==> config.mk <==
export PLATFORM = sky130hd
export DESIGN_NAME = soc_bus_top
export DESIGN_NICKNAME = d
export VERILOG_FILES = /design/src/soc_bus_pkg.sv /design/src/dev_if.sv /design/src/wb_if.sv /design/src/soc_bus_top.sv /design/src/switch_led_regs.sv /design/src/sys_info_regs.sv /design/src/bus_decoder.sv /design/src/wb_pri_arbiter.sv
export SDC_FILE = /design/constraint.sdc
export NUM_CORES = 1
export LEC_CHECK = 0
export BUFFER_PORTS_ARGS = -buffer_cell sky130_fd_sc_hd__buf_4
export CAP_MARGIN = 5
export CORE_MARGIN = 1.5
export CORE_UTILIZATION = 37
export CTS_CLUSTER_SIZE = 40
export DETAILED_ROUTE_END_ITERATION = 8
export GPL_TIMING_DRIVEN = 0
export PLACE_DENSITY_LB_ADDON = 0.25
export SLEW_MARGIN = 25
export SYNTH_ARGS = -nofsm -noshare
export SYNTH_HDL_FRONTEND = slang
export SYNTH_SLANG_ARGS = --single-unit
export TNS_END_PERCENT = 10
==> constraint.sdc <==
create_clock -name i_clk -period 6.3 [get_ports i_clk]
set_clock_uncertainty 0.15 [all_clocks]
set_input_delay 0.63 -clock i_clk [delete_from_list [all_inputs] [get_ports i_clk]]
set_output_delay 0.63 -clock i_clk [all_outputs]
set_load 0.02 [all_outputs]
==> src/soc_bus_pkg.sv <==
package soc_bus_pkg;

    // bus payload widths
    typedef logic [31:0] word_t;
    typedef logic [29:0] wadr_t;
    typedef logic [3:0]  sel_t;

    // low word-address bits seen by a slave
    typedef logic [3:0]  reg_ofs_t;

    // switch and led vectors
    typedef logic [15:0] led_t;

    // arbiter bus owner
    typedef enum logic {
        OWN_A,
        OWN_B
    } owner_e;

    // memory map
    // system info claims every word address whose top nine bits are all ones
    localparam logic [8:0] SYS_INFO_BASE = 9'h1ff;
    localparam wadr_t      SW_LED_ADDR   = 30'h400001;

    // identification word of the system info block
    localparam word_t SYS_ID = 32'h20191028;

    // system info register offsets
    localparam reg_ofs_t OFS_ID      = 4'h0;
    localparam reg_ofs_t OFS_SCRATCH = 4'h1;
    localparam reg_ofs_t OFS_BUSERR  = 4'h2;
    localparam reg_ofs_t OFS_COUNTER = 4'h3;
    localparam reg_ofs_t OFS_IRQ     = 4'h4;

endpackage
==> src/dev_if.sv <==
`timescale 1ns/1ps

interface dev_if;
    import soc_bus_pkg::*;

    logic     stb;
    logic     we;
    reg_ofs_t ofs;
    word_t    dat_w;
    sel_t     sel;

    // ack one cycle after stb, dat_r held until the next stb
    logic     ack;
    word_t    dat_r;

    modport master (
        output stb, we, ofs, dat_w, sel,
        input  ack, dat_r
    );

    modport slave (
        input  stb, we, ofs, dat_w, sel,
        output ack, dat_r
    );

endinterface

==> src/wb_if.sv <==
`timescale 1ns/1ps

interface wb_if;
    import soc_bus_pkg::*;

    // request side
    logic  cyc;
    logic  stb;
    logic  we;
    wadr_t adr;
    word_t dat_w;
    sel_t  sel;

    // response side, no stall since no slave ever stalls
    logic  ack;
    logic  err;
    word_t dat_r;

    modport master (
        output cyc, stb, we, adr, dat_w, sel,
        input  ack, err, dat_r
    );

    modport slave (
        input  cyc, stb, we, adr, dat_w, sel,
        output ack, err, dat_r
    );

endinterface

==> src/soc_bus_top.sv <==
`timescale 1ns/1ps

module soc_bus_top (
    input  logic               i_clk,
    input  logic               i_rst_n,
    // master a
    input  logic               i_a_cyc,
    input  logic               i_a_stb,
    input  logic               i_a_we,
    input  soc_bus_pkg::wadr_t i_a_adr,
    input  soc_bus_pkg::word_t i_a_dat_w,
    input  soc_bus_pkg::sel_t  i_a_sel,
    output logic               o_a_stall,
    output logic               o_a_ack,
    output logic               o_a_err,
    output soc_bus_pkg::word_t o_a_dat_r,
    // master b
    input  logic               i_b_cyc,
    input  logic               i_b_stb,
    input  logic               i_b_we,
    input  soc_bus_pkg::wadr_t i_b_adr,
    input  soc_bus_pkg::word_t i_b_dat_w,
    input  soc_bus_pkg::sel_t  i_b_sel,
    output logic               o_b_stall,
    output logic               o_b_ack,
    output logic               o_b_err,
    output soc_bus_pkg::word_t o_b_dat_r,
    // board io
    input  soc_bus_pkg::led_t  i_switches,
    output soc_bus_pkg::led_t  o_leds
);
    import soc_bus_pkg::*;

    wb_if  bus ();
    dev_if sys_dev ();
    dev_if led_dev ();

    logic  err_valid;
    wadr_t err_adr;

    wb_pri_arbiter u_arbiter (
        .i_clk     (i_clk),
        .i_rst_n   (i_rst_n),
        .i_a_cyc   (i_a_cyc),
        .i_a_stb   (i_a_stb),
        .i_a_we    (i_a_we),
        .i_a_adr   (i_a_adr),
        .i_a_dat_w (i_a_dat_w),
        .i_a_sel   (i_a_sel),
        .o_a_stall (o_a_stall),
        .o_a_ack   (o_a_ack),
        .o_a_err   (o_a_err),
        .o_a_dat_r (o_a_dat_r),
        .i_b_cyc   (i_b_cyc),
        .i_b_stb   (i_b_stb),
        .i_b_we    (i_b_we),
        .i_b_adr   (i_b_adr),
        .i_b_dat_w (i_b_dat_w),
        .i_b_sel   (i_b_sel),
        .o_b_stall (o_b_stall),
        .o_b_ack   (o_b_ack),
        .o_b_err   (o_b_err),
        .o_b_dat_r (o_b_dat_r),
        .o_bus     (bus.master)
    );

    bus_decoder u_decoder (
        .i_clk       (i_clk),
        .i_rst_n     (i_rst_n),
        .i_bus       (bus.slave),
        .sys_dev     (sys_dev.master),
        .led_dev     (led_dev.master),
        .o_err_valid (err_valid),
        .o_err_adr   (err_adr)
    );

    sys_info_regs u_sys_info (
        .i_clk       (i_clk),
        .i_rst_n     (i_rst_n),
        .dev         (sys_dev.slave),
        .i_err_valid (err_valid),
        .i_err_adr   (err_adr)
    );

    switch_led_regs u_switch_led (
        .i_clk      (i_clk),
        .i_rst_n    (i_rst_n),
        .dev        (led_dev.slave),
        .i_switches (i_switches),
        .o_leds     (o_leds)
    );

endmodule

==> src/switch_led_regs.sv <==
`timescale 1ns/1ps

module switch_led_regs (
    input  logic              i_clk,
    input  logic              i_rst_n,
    dev_if.slave              dev,
    input  soc_bus_pkg::led_t i_switches,
    output soc_bus_pkg::led_t o_leds
);

    // led bytes follow the low two byte selects
    always_ff @(posedge i_clk) begin
        if (!i_rst_n) begin
            dev.ack <= 1'b0;
            o_leds  <= '0;
        end else begin
            dev.ack <= dev.stb;
            if (dev.stb && dev.we) begin
                if (dev.sel[0]) begin
                    o_leds[7:0] <= dev.dat_w[7:0];
                end
                if (dev.sel[1]) begin
                    o_leds[15:8] <= dev.dat_w[15:8];
                end
            end
        end
    end

    // switches high, leds low
    always_ff @(posedge i_clk) begin
        if (dev.stb) begin
            dev.dat_r <= {i_switches, o_leds};
        end
    end

endmodule

==> src/sys_info_regs.sv <==
`timescale 1ns/1ps

module sys_info_regs (
    input  logic               i_clk,
    input  logic               i_rst_n,
    dev_if.slave               dev,
    input  logic               i_err_valid,
    input  soc_bus_pkg::wadr_t i_err_adr
);
    import soc_bus_pkg::*;

    word_t scratch_q;
    word_t counter_q;
    wadr_t err_adr_q;
    logic  irq_q;

    // registers, byte selects play no part here
    always_ff @(posedge i_clk) begin
        if (!i_rst_n) begin
            dev.ack   <= 1'b0;
            scratch_q <= '0;
            irq_q     <= 1'b0;
            err_adr_q <= '0;
        end else begin
            dev.ack <= dev.stb;
            if (dev.stb && dev.we && dev.ofs == OFS_SCRATCH) begin
                scratch_q <= dev.dat_w;
            end
            if (dev.stb && dev.we && dev.ofs == OFS_IRQ) begin
                irq_q <= dev.dat_w[0];
            end
            if (i_err_valid) begin
                err_adr_q <= i_err_adr;
            end
        end
    end

    // power-on counter, top bit is sticky once reached
    always_ff @(posedge i_clk) begin
        if (!i_rst_n) begin
            counter_q <= '0;
        end else if (!counter_q[31]) begin
            counter_q <= counter_q + 32'd1;
        end else begin
            counter_q[30:0] <= counter_q[30:0] + 31'd1;
        end
    end

    // read data captured on every strobe, held until the next one
    always_ff @(posedge i_clk) begin
        if (dev.stb) begin
            case (dev.ofs)
                OFS_ID:      dev.dat_r <= SYS_ID;
                OFS_SCRATCH: dev.dat_r <= scratch_q;
                OFS_BUSERR:  dev.dat_r <= {err_adr_q, 2'b00};
                OFS_COUNTER: dev.dat_r <= counter_q;
                OFS_IRQ:     dev.dat_r <= {31'd0, irq_q};
                default:     dev.dat_r <= '0;
            endcase
        end
    end

endmodule

==> src/bus_decoder.sv <==
`timescale 1ns/1ps

module bus_decoder (
    input  logic               i_clk,
    input  logic               i_rst_n,
    wb_if.slave                i_bus,
    dev_if.master              sys_dev,
    dev_if.master              led_dev,
    // bus error report to the system info block
    output logic               o_err_valid,
    output soc_bus_pkg::wadr_t o_err_adr
);
    import soc_bus_pkg::*;

    logic req;
    logic sys_hit;
    logic led_hit;
    logic err_q;

    assign req     = i_bus.cyc && i_bus.stb;
    assign sys_hit = (i_bus.adr[29:21] == SYS_INFO_BASE);
    assign led_hit = (i_bus.adr == SW_LED_ADDR);

    // strobe goes straight through to the claiming slave
    assign sys_dev.stb   = req && sys_hit;
    assign sys_dev.we    = i_bus.we;
    assign sys_dev.ofs   = i_bus.adr[3:0];
    assign sys_dev.dat_w = i_bus.dat_w;
    assign sys_dev.sel   = i_bus.sel;

    assign led_dev.stb   = req && led_hit;
    assign led_dev.we    = i_bus.we;
    assign led_dev.ofs   = i_bus.adr[3:0];
    assign led_dev.dat_w = i_bus.dat_w;
    assign led_dev.sel   = i_bus.sel;

    // ack and err back to the master, one register stage
    always_ff @(posedge i_clk) begin
        if (!i_rst_n) begin
            i_bus.ack <= 1'b0;
            err_q     <= 1'b0;
        end else begin
            i_bus.ack <= sys_dev.ack || led_dev.ack;
            err_q     <= req && !sys_hit && !led_hit;
        end
    end

    // data of whichever slave acked, zero otherwise
    always_ff @(posedge i_clk) begin
        if (sys_dev.ack) begin
            i_bus.dat_r <= sys_dev.dat_r;
        end else if (led_dev.ack) begin
            i_bus.dat_r <= led_dev.dat_r;
        end else begin
            i_bus.dat_r <= '0;
        end
    end

    // word address of the unclaimed request, lined up with err
    always_ff @(posedge i_clk) begin
        if (req && !sys_hit && !led_hit) begin
            o_err_adr <= i_bus.adr;
        end
    end

    assign i_bus.err   = err_q;
    assign o_err_valid = err_q;

endmodule

==> src/wb_pri_arbiter.sv <==
`timescale 1ns/1ps

module wb_pri_arbiter (
    input  logic               i_clk,
    input  logic               i_rst_n,
    // master a, the high priority side
    input  logic               i_a_cyc,
    input  logic               i_a_stb,
    input  logic               i_a_we,
    input  soc_bus_pkg::wadr_t i_a_adr,
    input  soc_bus_pkg::word_t i_a_dat_w,
    input  soc_bus_pkg::sel_t  i_a_sel,
    output logic               o_a_stall,
    output logic               o_a_ack,
    output logic               o_a_err,
    output soc_bus_pkg::word_t o_a_dat_r,
    // master b
    input  logic               i_b_cyc,
    input  logic               i_b_stb,
    input  logic               i_b_we,
    input  soc_bus_pkg::wadr_t i_b_adr,
    input  soc_bus_pkg::word_t i_b_dat_w,
    input  soc_bus_pkg::sel_t  i_b_sel,
    output logic               o_b_stall,
    output logic               o_b_ack,
    output logic               o_b_err,
    output soc_bus_pkg::word_t o_b_dat_r,
    // merged bus toward the decoder
    wb_if.master               o_bus
);
    import soc_bus_pkg::*;

    owner_e owner_q;
    owner_e owner;
    logic   owner_cyc;

    // ownership moves only while the current owner is idle
    // an idle bus rests with a, so a wins a tie
    always_comb begin
        owner_cyc = (owner_q == OWN_A) ? i_a_cyc : i_b_cyc;
        owner     = owner_q;
        if (!owner_cyc) begin
            owner = (i_b_cyc && !i_a_cyc) ? OWN_B : OWN_A;
        end
    end

    always_ff @(posedge i_clk) begin
        if (!i_rst_n) begin
            owner_q <= OWN_A;
        end else begin
            owner_q <= owner;
        end
    end

    // request mux
    always_comb begin
        if (owner == OWN_A) begin
            o_bus.cyc   = i_a_cyc;
            o_bus.stb   = i_a_stb;
            o_bus.we    = i_a_we;
            o_bus.adr   = i_a_adr;
            o_bus.dat_w = i_a_dat_w;
            o_bus.sel   = i_a_sel;
        end else begin
            o_bus.cyc   = i_b_cyc;
            o_bus.stb   = i_b_stb;
            o_bus.we    = i_b_we;
            o_bus.adr   = i_b_adr;
            o_bus.dat_w = i_b_dat_w;
            o_bus.sel   = i_b_sel;
        end
    end

    // the waiting master is held off, responses go to the owner only
    assign o_a_stall = (owner == OWN_B) && i_a_stb;
    assign o_b_stall = (owner == OWN_A) && i_b_stb;
    assign o_a_ack   = (owner == OWN_A) && o_bus.ack;
    assign o_b_ack   = (owner == OWN_B) && o_bus.ack;
    assign o_a_err   = (owner == OWN_A) && o_bus.err;
    assign o_b_err   = (owner == OWN_B) && o_bus.err;

    // read data is shared
    assign o_a_dat_r = o_bus.dat_r;
    assign o_b_dat_r = o_bus.dat_r;

endmodule

Word-level counts from Yosys, hierarchy flattened
Cells that the tools add are included. Widths: inputs -> output; s select.

Output and inout port bits: 86. Bits in registers: 242. Word-level logic and storage cells: 61.

Add/sub/neg operators: 2. Reduce and logical (&&, ||, !) cells: 23. Bitwise logic cells: 1. Muxes and demuxes: 14. Equal/unequal tests: 6.

Operator list (number): $pmux 32 s5 (1); $mux 32 (3); $add 32x1->32 const B (1); $add 31x1->31 const B (1); $mux 31 (1); $eq 30x23->1 const B (1); $mux 30 (1); $logic_and 1x1->1 (16); $eq 9x9->1 const B (1); $eq 4x2->1 const B (2); $mux 1 (7); $eq 4x1->1 const B (1); $eq 4x3->1 const B (1); $logic_not 4->1 (1); $reduce_and 2->1 (2); $logic_not 1->1 (3); $mux 2 (1); $logic_or 1x1->1 (1); $not 1->1 (1).

Longest topological paths before layout
Depth after elaboration: 9. Depth in mapped cells: 9. Mapped depth without buffers: 7.

Modules after synthesis
From an unflattened synthesis, not the netlist that was laid out.

Cell total of the unflattened synthesis: 1037. Area total of the unflattened synthesis: 11370.9 um^2.

By module, submodules not included: sys_info_regs (sequential area each 2882.8 um^2, instances 1, area each 5437.7 um^2, cells an instance 565); bus_decoder (sequential area each 1581.5 um^2, instances 1, area each 2672.6 um^2, cells an instance 211); switch_led_regs (sequential area each 1301.2 um^2, instances 1, area each 1651.6 um^2, cells an instance 106); wb_pri_arbiter (sequential area each 20.0 um^2, instances 1, area each 1609.0 um^2, cells an instance 155).

Worst setup path after synthesis
Ideal clock, no wire load.

Path kind: input -> register. Start point: in i_b_cyc. End point: reg u_sys_info.irq_q. Arrival: 5.185 ns. Stages on the path: 7. Setup slack: 0.882 ns. Cells stage by stage: buf_4 nand2_2 buf_4 mux2_4 nor4_1 o211ai_1 mux2i_1.

Cells in the longest elaborated chain, start to end: 8.

Ends and longest elaborated chain: from (decl) (RTL line soc_bus_top.sv:18) `input logic i_b_cyc,`; $logic_and 1x1->1 (RTL line wb_pri_arbiter.sv:43) `owner = (i_b_cyc && !i_a_cyc) ? OWN_B : OWN_A;`; $mux 1 (RTL line wb_pri_arbiter.sv:43); $mux 1 (RTL line wb_pri_arbiter.sv:42) `if (!owner_cyc) begin`; $mux 30 or $mux 1 (tied branches) (RTL line wb_pri_arbiter.sv:57) `if (owner == OWN_A) begin`; $eq 9x9->1 or $logic_and 1x1->1 (tied branches) (RTL line bus_decoder.sv:21, bus_decoder.sv:20); $logic_and 1x1->1 (*) (RTL line bus_decoder.sv:25) `assign sys_dev.stb = req && sys_hit;`; net sys_dev.stb (RTL line dev_if.sv:6) `logic stb;`; $logic_and 1x1->1 (*) (2 in series) (RTL line sys_info_regs.sv:29) `if (dev.stb && dev.we && dev.ofs == OFS_IRQ) begin`; to (signal assigned) (RTL line sys_info_regs.sv:30) `irq_q <= dev.dat_w[0];`; to (decl) (RTL line sys_info_regs.sv:15) `logic irq_q;`.

Mark *: on every way through the listed nets, which the timed path passes. The rest lies on a longest branch. A chain may end at the register's enable or synchronous reset.

Final worst setup path
Start point: reg u_arbiter.owner_q. End point: out o_a_err.

Cells in the longest elaborated chain, start to end: 4.

Ends and longest elaborated chain: from (decl) (RTL line wb_pri_arbiter.sv:33) `owner_e owner_q;`; from (signal assigned) (RTL line wb_pri_arbiter.sv:51) `owner_q <= owner;`; $mux 1 (RTL line wb_pri_arbiter.sv:40) `owner_cyc = (owner_q == OWN_A) ? i_a_cyc : i_b_cyc;`; $mux 1 (*) (RTL line wb_pri_arbiter.sv:42); $not 1->1 (*); $logic_and 1x1->1 (*) (RTL line wb_pri_arbiter.sv:79) `assign o_a_err = (owner == OWN_A) && o_bus.err;`; to (decl) (RTL line soc_bus_top.sv:15) `output logic o_a_err,`.

Mark *: on every way between the ends. The rest lies on a longest branch, timed or not.

==> impl_metrics.toml <==
[placement]
dp_hpwl_um = 23080
pre_cts_ws_ns = 2.605
numPortBuffers = 236
gp_congestion = 0.8820
dpl-instance-area_um2 = 12810

[timing]
rsz0062_at_grt = "no"
fin_crit_sh_pct = 55.95
finalSetupViolCount = 0
report.final.slew_viol_count = 0
fmax_mhz = 283.7
worst_pin_slew_ns = 0.9379
worst_slack_ns = 2.775
slew_headroom_pct = 37.47
min_period_ns = 3.525
final-hold-violation-count = 0
holdWs_ns = 0.1487

[route]
ant_nets = 0
via_count = 8046
wl_um = 29770
vias_per_cell = 5.057
wire_per_inst_um = 18.71
drc_errors = 0
first_pass_iters = 6
drtIter0Drc = 497

[finish]
n_antenna_cell = 0
seq_area_um2 = 5786
n_fill_cell = 2565
multi_input_area_um2 = 4199
design_area_um2 = 13580
utilization_pct = 48.74
final_nets = 1352
syn2layout_area_growth_pct = 29.41
drive_gt1_share_pct = 35.70

[yosys]
yosysWarnings = 0
syn_inst = 924
synth_area_um2 = 10490
ys_types = 59
synth_edf_count = 94
yosysMostFrequentCell = "dfxtp_1"
synth_top_area_cell = "dfxtp_1"
synth_top_family_by_area = "compound AO/OA/AOI/OAI gates"
ys_seq_elements = 242
synth_xor_area_share_pct = 2.171
synthTopCellsByCount = "148 x dfxtp_1, 145 x nor2_1, 94 x edfxtp_1, 67 x mux2i_1, 48 x mux2_2"
synth_top_area_share_pct = 28.24
yosys.area_share.simple_pct = 12.63
async_reset_ff_share_pct = 0
synth_fa_ha_area_share_pct = 0.1193
syn_nets = 1081
synth-compound-area-share_pct = 12.98
synthMuxAreaShare_pct = 11.90
yosys-top-cells-area = "dfxtp_1 28%, edfxtp_1 27%, mux2i_1 6.4%"
ys_seq_area_share_pct = 55.15
synth_flop_cell = "dfxtp_1"
avgSynthCellArea_um2 = 11.35

[grt]
gr-total-overflow = 0
grt_usage_pct = 20.16
antenna_found_initial = 1
grt_first_pass_wirelength_um = 44680
grt_pass1_vias = 7713
grt_start_max_net_pins = 33

[power_and_ir_drop]
vdd_drop_max_v = 0.0001770
power.density_nw_per_um2 = 246.8
power_mw = 3.351
p_leak_nw = 5.297
p_comb_share_pct = 8.8
switching_share_pct = 22.64
p_clk_share_pct = 41.4
p_int_mw = 2.592
p_sw_mw = 0.7585
power_frac_seq_pct = 49.8

[floorplan]
coreArea_um2 = 27860
ios = 242
rows = 61
start_util_pct = 37.66
die_w_um = 171.4
die-area_um2 = 29370
fp.dieH_um = 171.4

[clock_tree]
postCtsSetupRepairBufs = 0
cts_tree = "built"
ctsResizeCount = 0
clk_pin_slew_ns = 0.06
cts_max_path_buffers = 3
clock-sinks = 242
insertion_delay_ns = 0.51
cts-htree-levels = 1
cts_inserted_buffers = 25
cts_root_buf = "clkbuf_16"
hold_buffers = 0

[critical_path]
cp.required_ns = 5.52
cp-start-kind = "flip-flop"
crit_fanout = 10
crit_type = "flip-flop to output port"
endpoint_kind = "output port"
r2r_slack_ns = 3.11
rr_worst_depth = 7
cp.arrival_ns = 2.74
r2r-start = "u_arbiter.owner_q$_SDFF_PN0_"
rr_endpoint = "u_switch_led.dev.dat_r[23]$_DFFE_PP_"

[min_path]
hold-path-endpoint = "u_switch_led.dev.dat_r[20]$_DFFE_PP_"
min_from = "i_switches[4]"
holdPathStages = 1
hold_class = "input pin to flip-flop"

[job]
maxCapViolations = 0

[run_status]
outcome = "finished clean"
through the flow:
| stage | TNS [ns] | std cells |
|---|---|---|
| floorplan | 0 | 924 |
| global placement | -36.45 | 1538 |
| detailed placement | 0 | 1546 |
| CTS | 0 | 1591 |
| global route | 0 | 1591 |
| finish | 0 | 1591 |
cell families (layout without fill, tap and decap cells):
| kind of cell | Yosys count | count (layout) |
|---|---|---|
| AO/OA/AOI/OAI | 161 | 161 |
| flip-flops | 242 | 242 |
| XOR/XNOR | 26 | 26 |
| adder cells (fa/ha/maj) | 1 | 1 |
| buffers and inverters | 96 | 385 |
| multiplexers | 117 | 117 |
| AND/OR/NAND/NOR | 281 | 281 |
worst max-delay path, cell delays in order, from the launching register on:
cell and delay (ns):
dfxtp_1 0.32, nand2b_4 0.17, nand2_2 0.11, buf_4 0.20, clkbuf_1 0.54, buf_1 0.51
and2_1 0.23, buf_4 0.15
how the worst max path moves through the flow:
stage	from	endpoint	slack (ns)	cells after the start
after floorplan	i_b_cyc	u_sys_info.irq_q$_SDFFE_PN0P_	0.88	7
after global placement	i_a_cyc	u_sys_info.irq_q$_SDFFE_PN0P_	-1.39	8
after detailed placement	i_a_adr[1]	u_switch_led.dev.dat_r[30]$_DFFE_PP_	2.61	7
final	u_arbiter.owner_q$_SDFF_PN0_	o_a_err	2.78	7
after global routing	u_arbiter.owner_q$_SDFF_PN0_	o_a_err	2.63	7
after CTS	u_arbiter.owner_q$_SDFF_PN0_	o_a_err	2.77	7
sequential cells by signal, indices dropped and copies added, names as in the netlist:
register,count
u_switch_led.dev.ack,1
u_decoder.i_bus.dat_r,32
u_sys_info.err_adr_q,30
u_sys_info.dev.ack,1
u_switch_led.dev.dat_r,32
u_sys_info.irq_q,1
u_sys_info.counter_q,32
u_decoder.i_bus.ack,1
u_decoder.o_err_adr,30
u_arbiter.owner_q,1
u_sys_info.dev.dat_r,32
u_sys_info.scratch_q,32
u_decoder.i_bus.err,1
u_switch_led.o_leds,16
layout by cell type, fill, tap and decap left out, types with 28 or more instances in the layout:
cell type	Yosys	routed
nor2_1	145	145
buf_4	37	274
dfxtp_1	148	148
edfxtp_1	94	94
nand2_1	28	28
clkbuf_1	31	41
a211oi_2	28	28
a22o_1	32	32
mux2i_1	67	67
mux2_2	48	48
area by class of cell:
class | instances | area share [%]
sequential | 242 | 42.61
multi-input combinational | 586 | 30.93
timing repair buffer | 244 | 13.45
clock buffer | 38 | 5.188
buffer | 88 | 3.686
tap | 378 | 3.484
clock inverter | 7 | 0.4239
inverter | 8 | 0.2212
layer usage:
metal / share of wire [%] / track usage [%] / up-vias / routed length [um]
li1: - / - / 3902 / -
met1: 47 / 28.51 / 3788 / 13950
met2: 44 / 31.92 / 313 / 13140
met3: 7.0 / 3.244 / 41 / 2082
met4: 2.0 / 5.492 / 2 / 587
met5: 0.027 / 0 / - / 8
power by group through the flow:
stage	clock network, mW	logic [mW]	registers, mW
after floorplan	0	0.144	1.69
after global placement	0	0.289	1.70
after detailed placement	0	0.295	1.70
after CTS	1.41	0.297	1.67
after global routing	1.48	0.318	1.67
final	1.39	0.296	1.67
No activity file was read; power rests on OpenSTA's default activity.
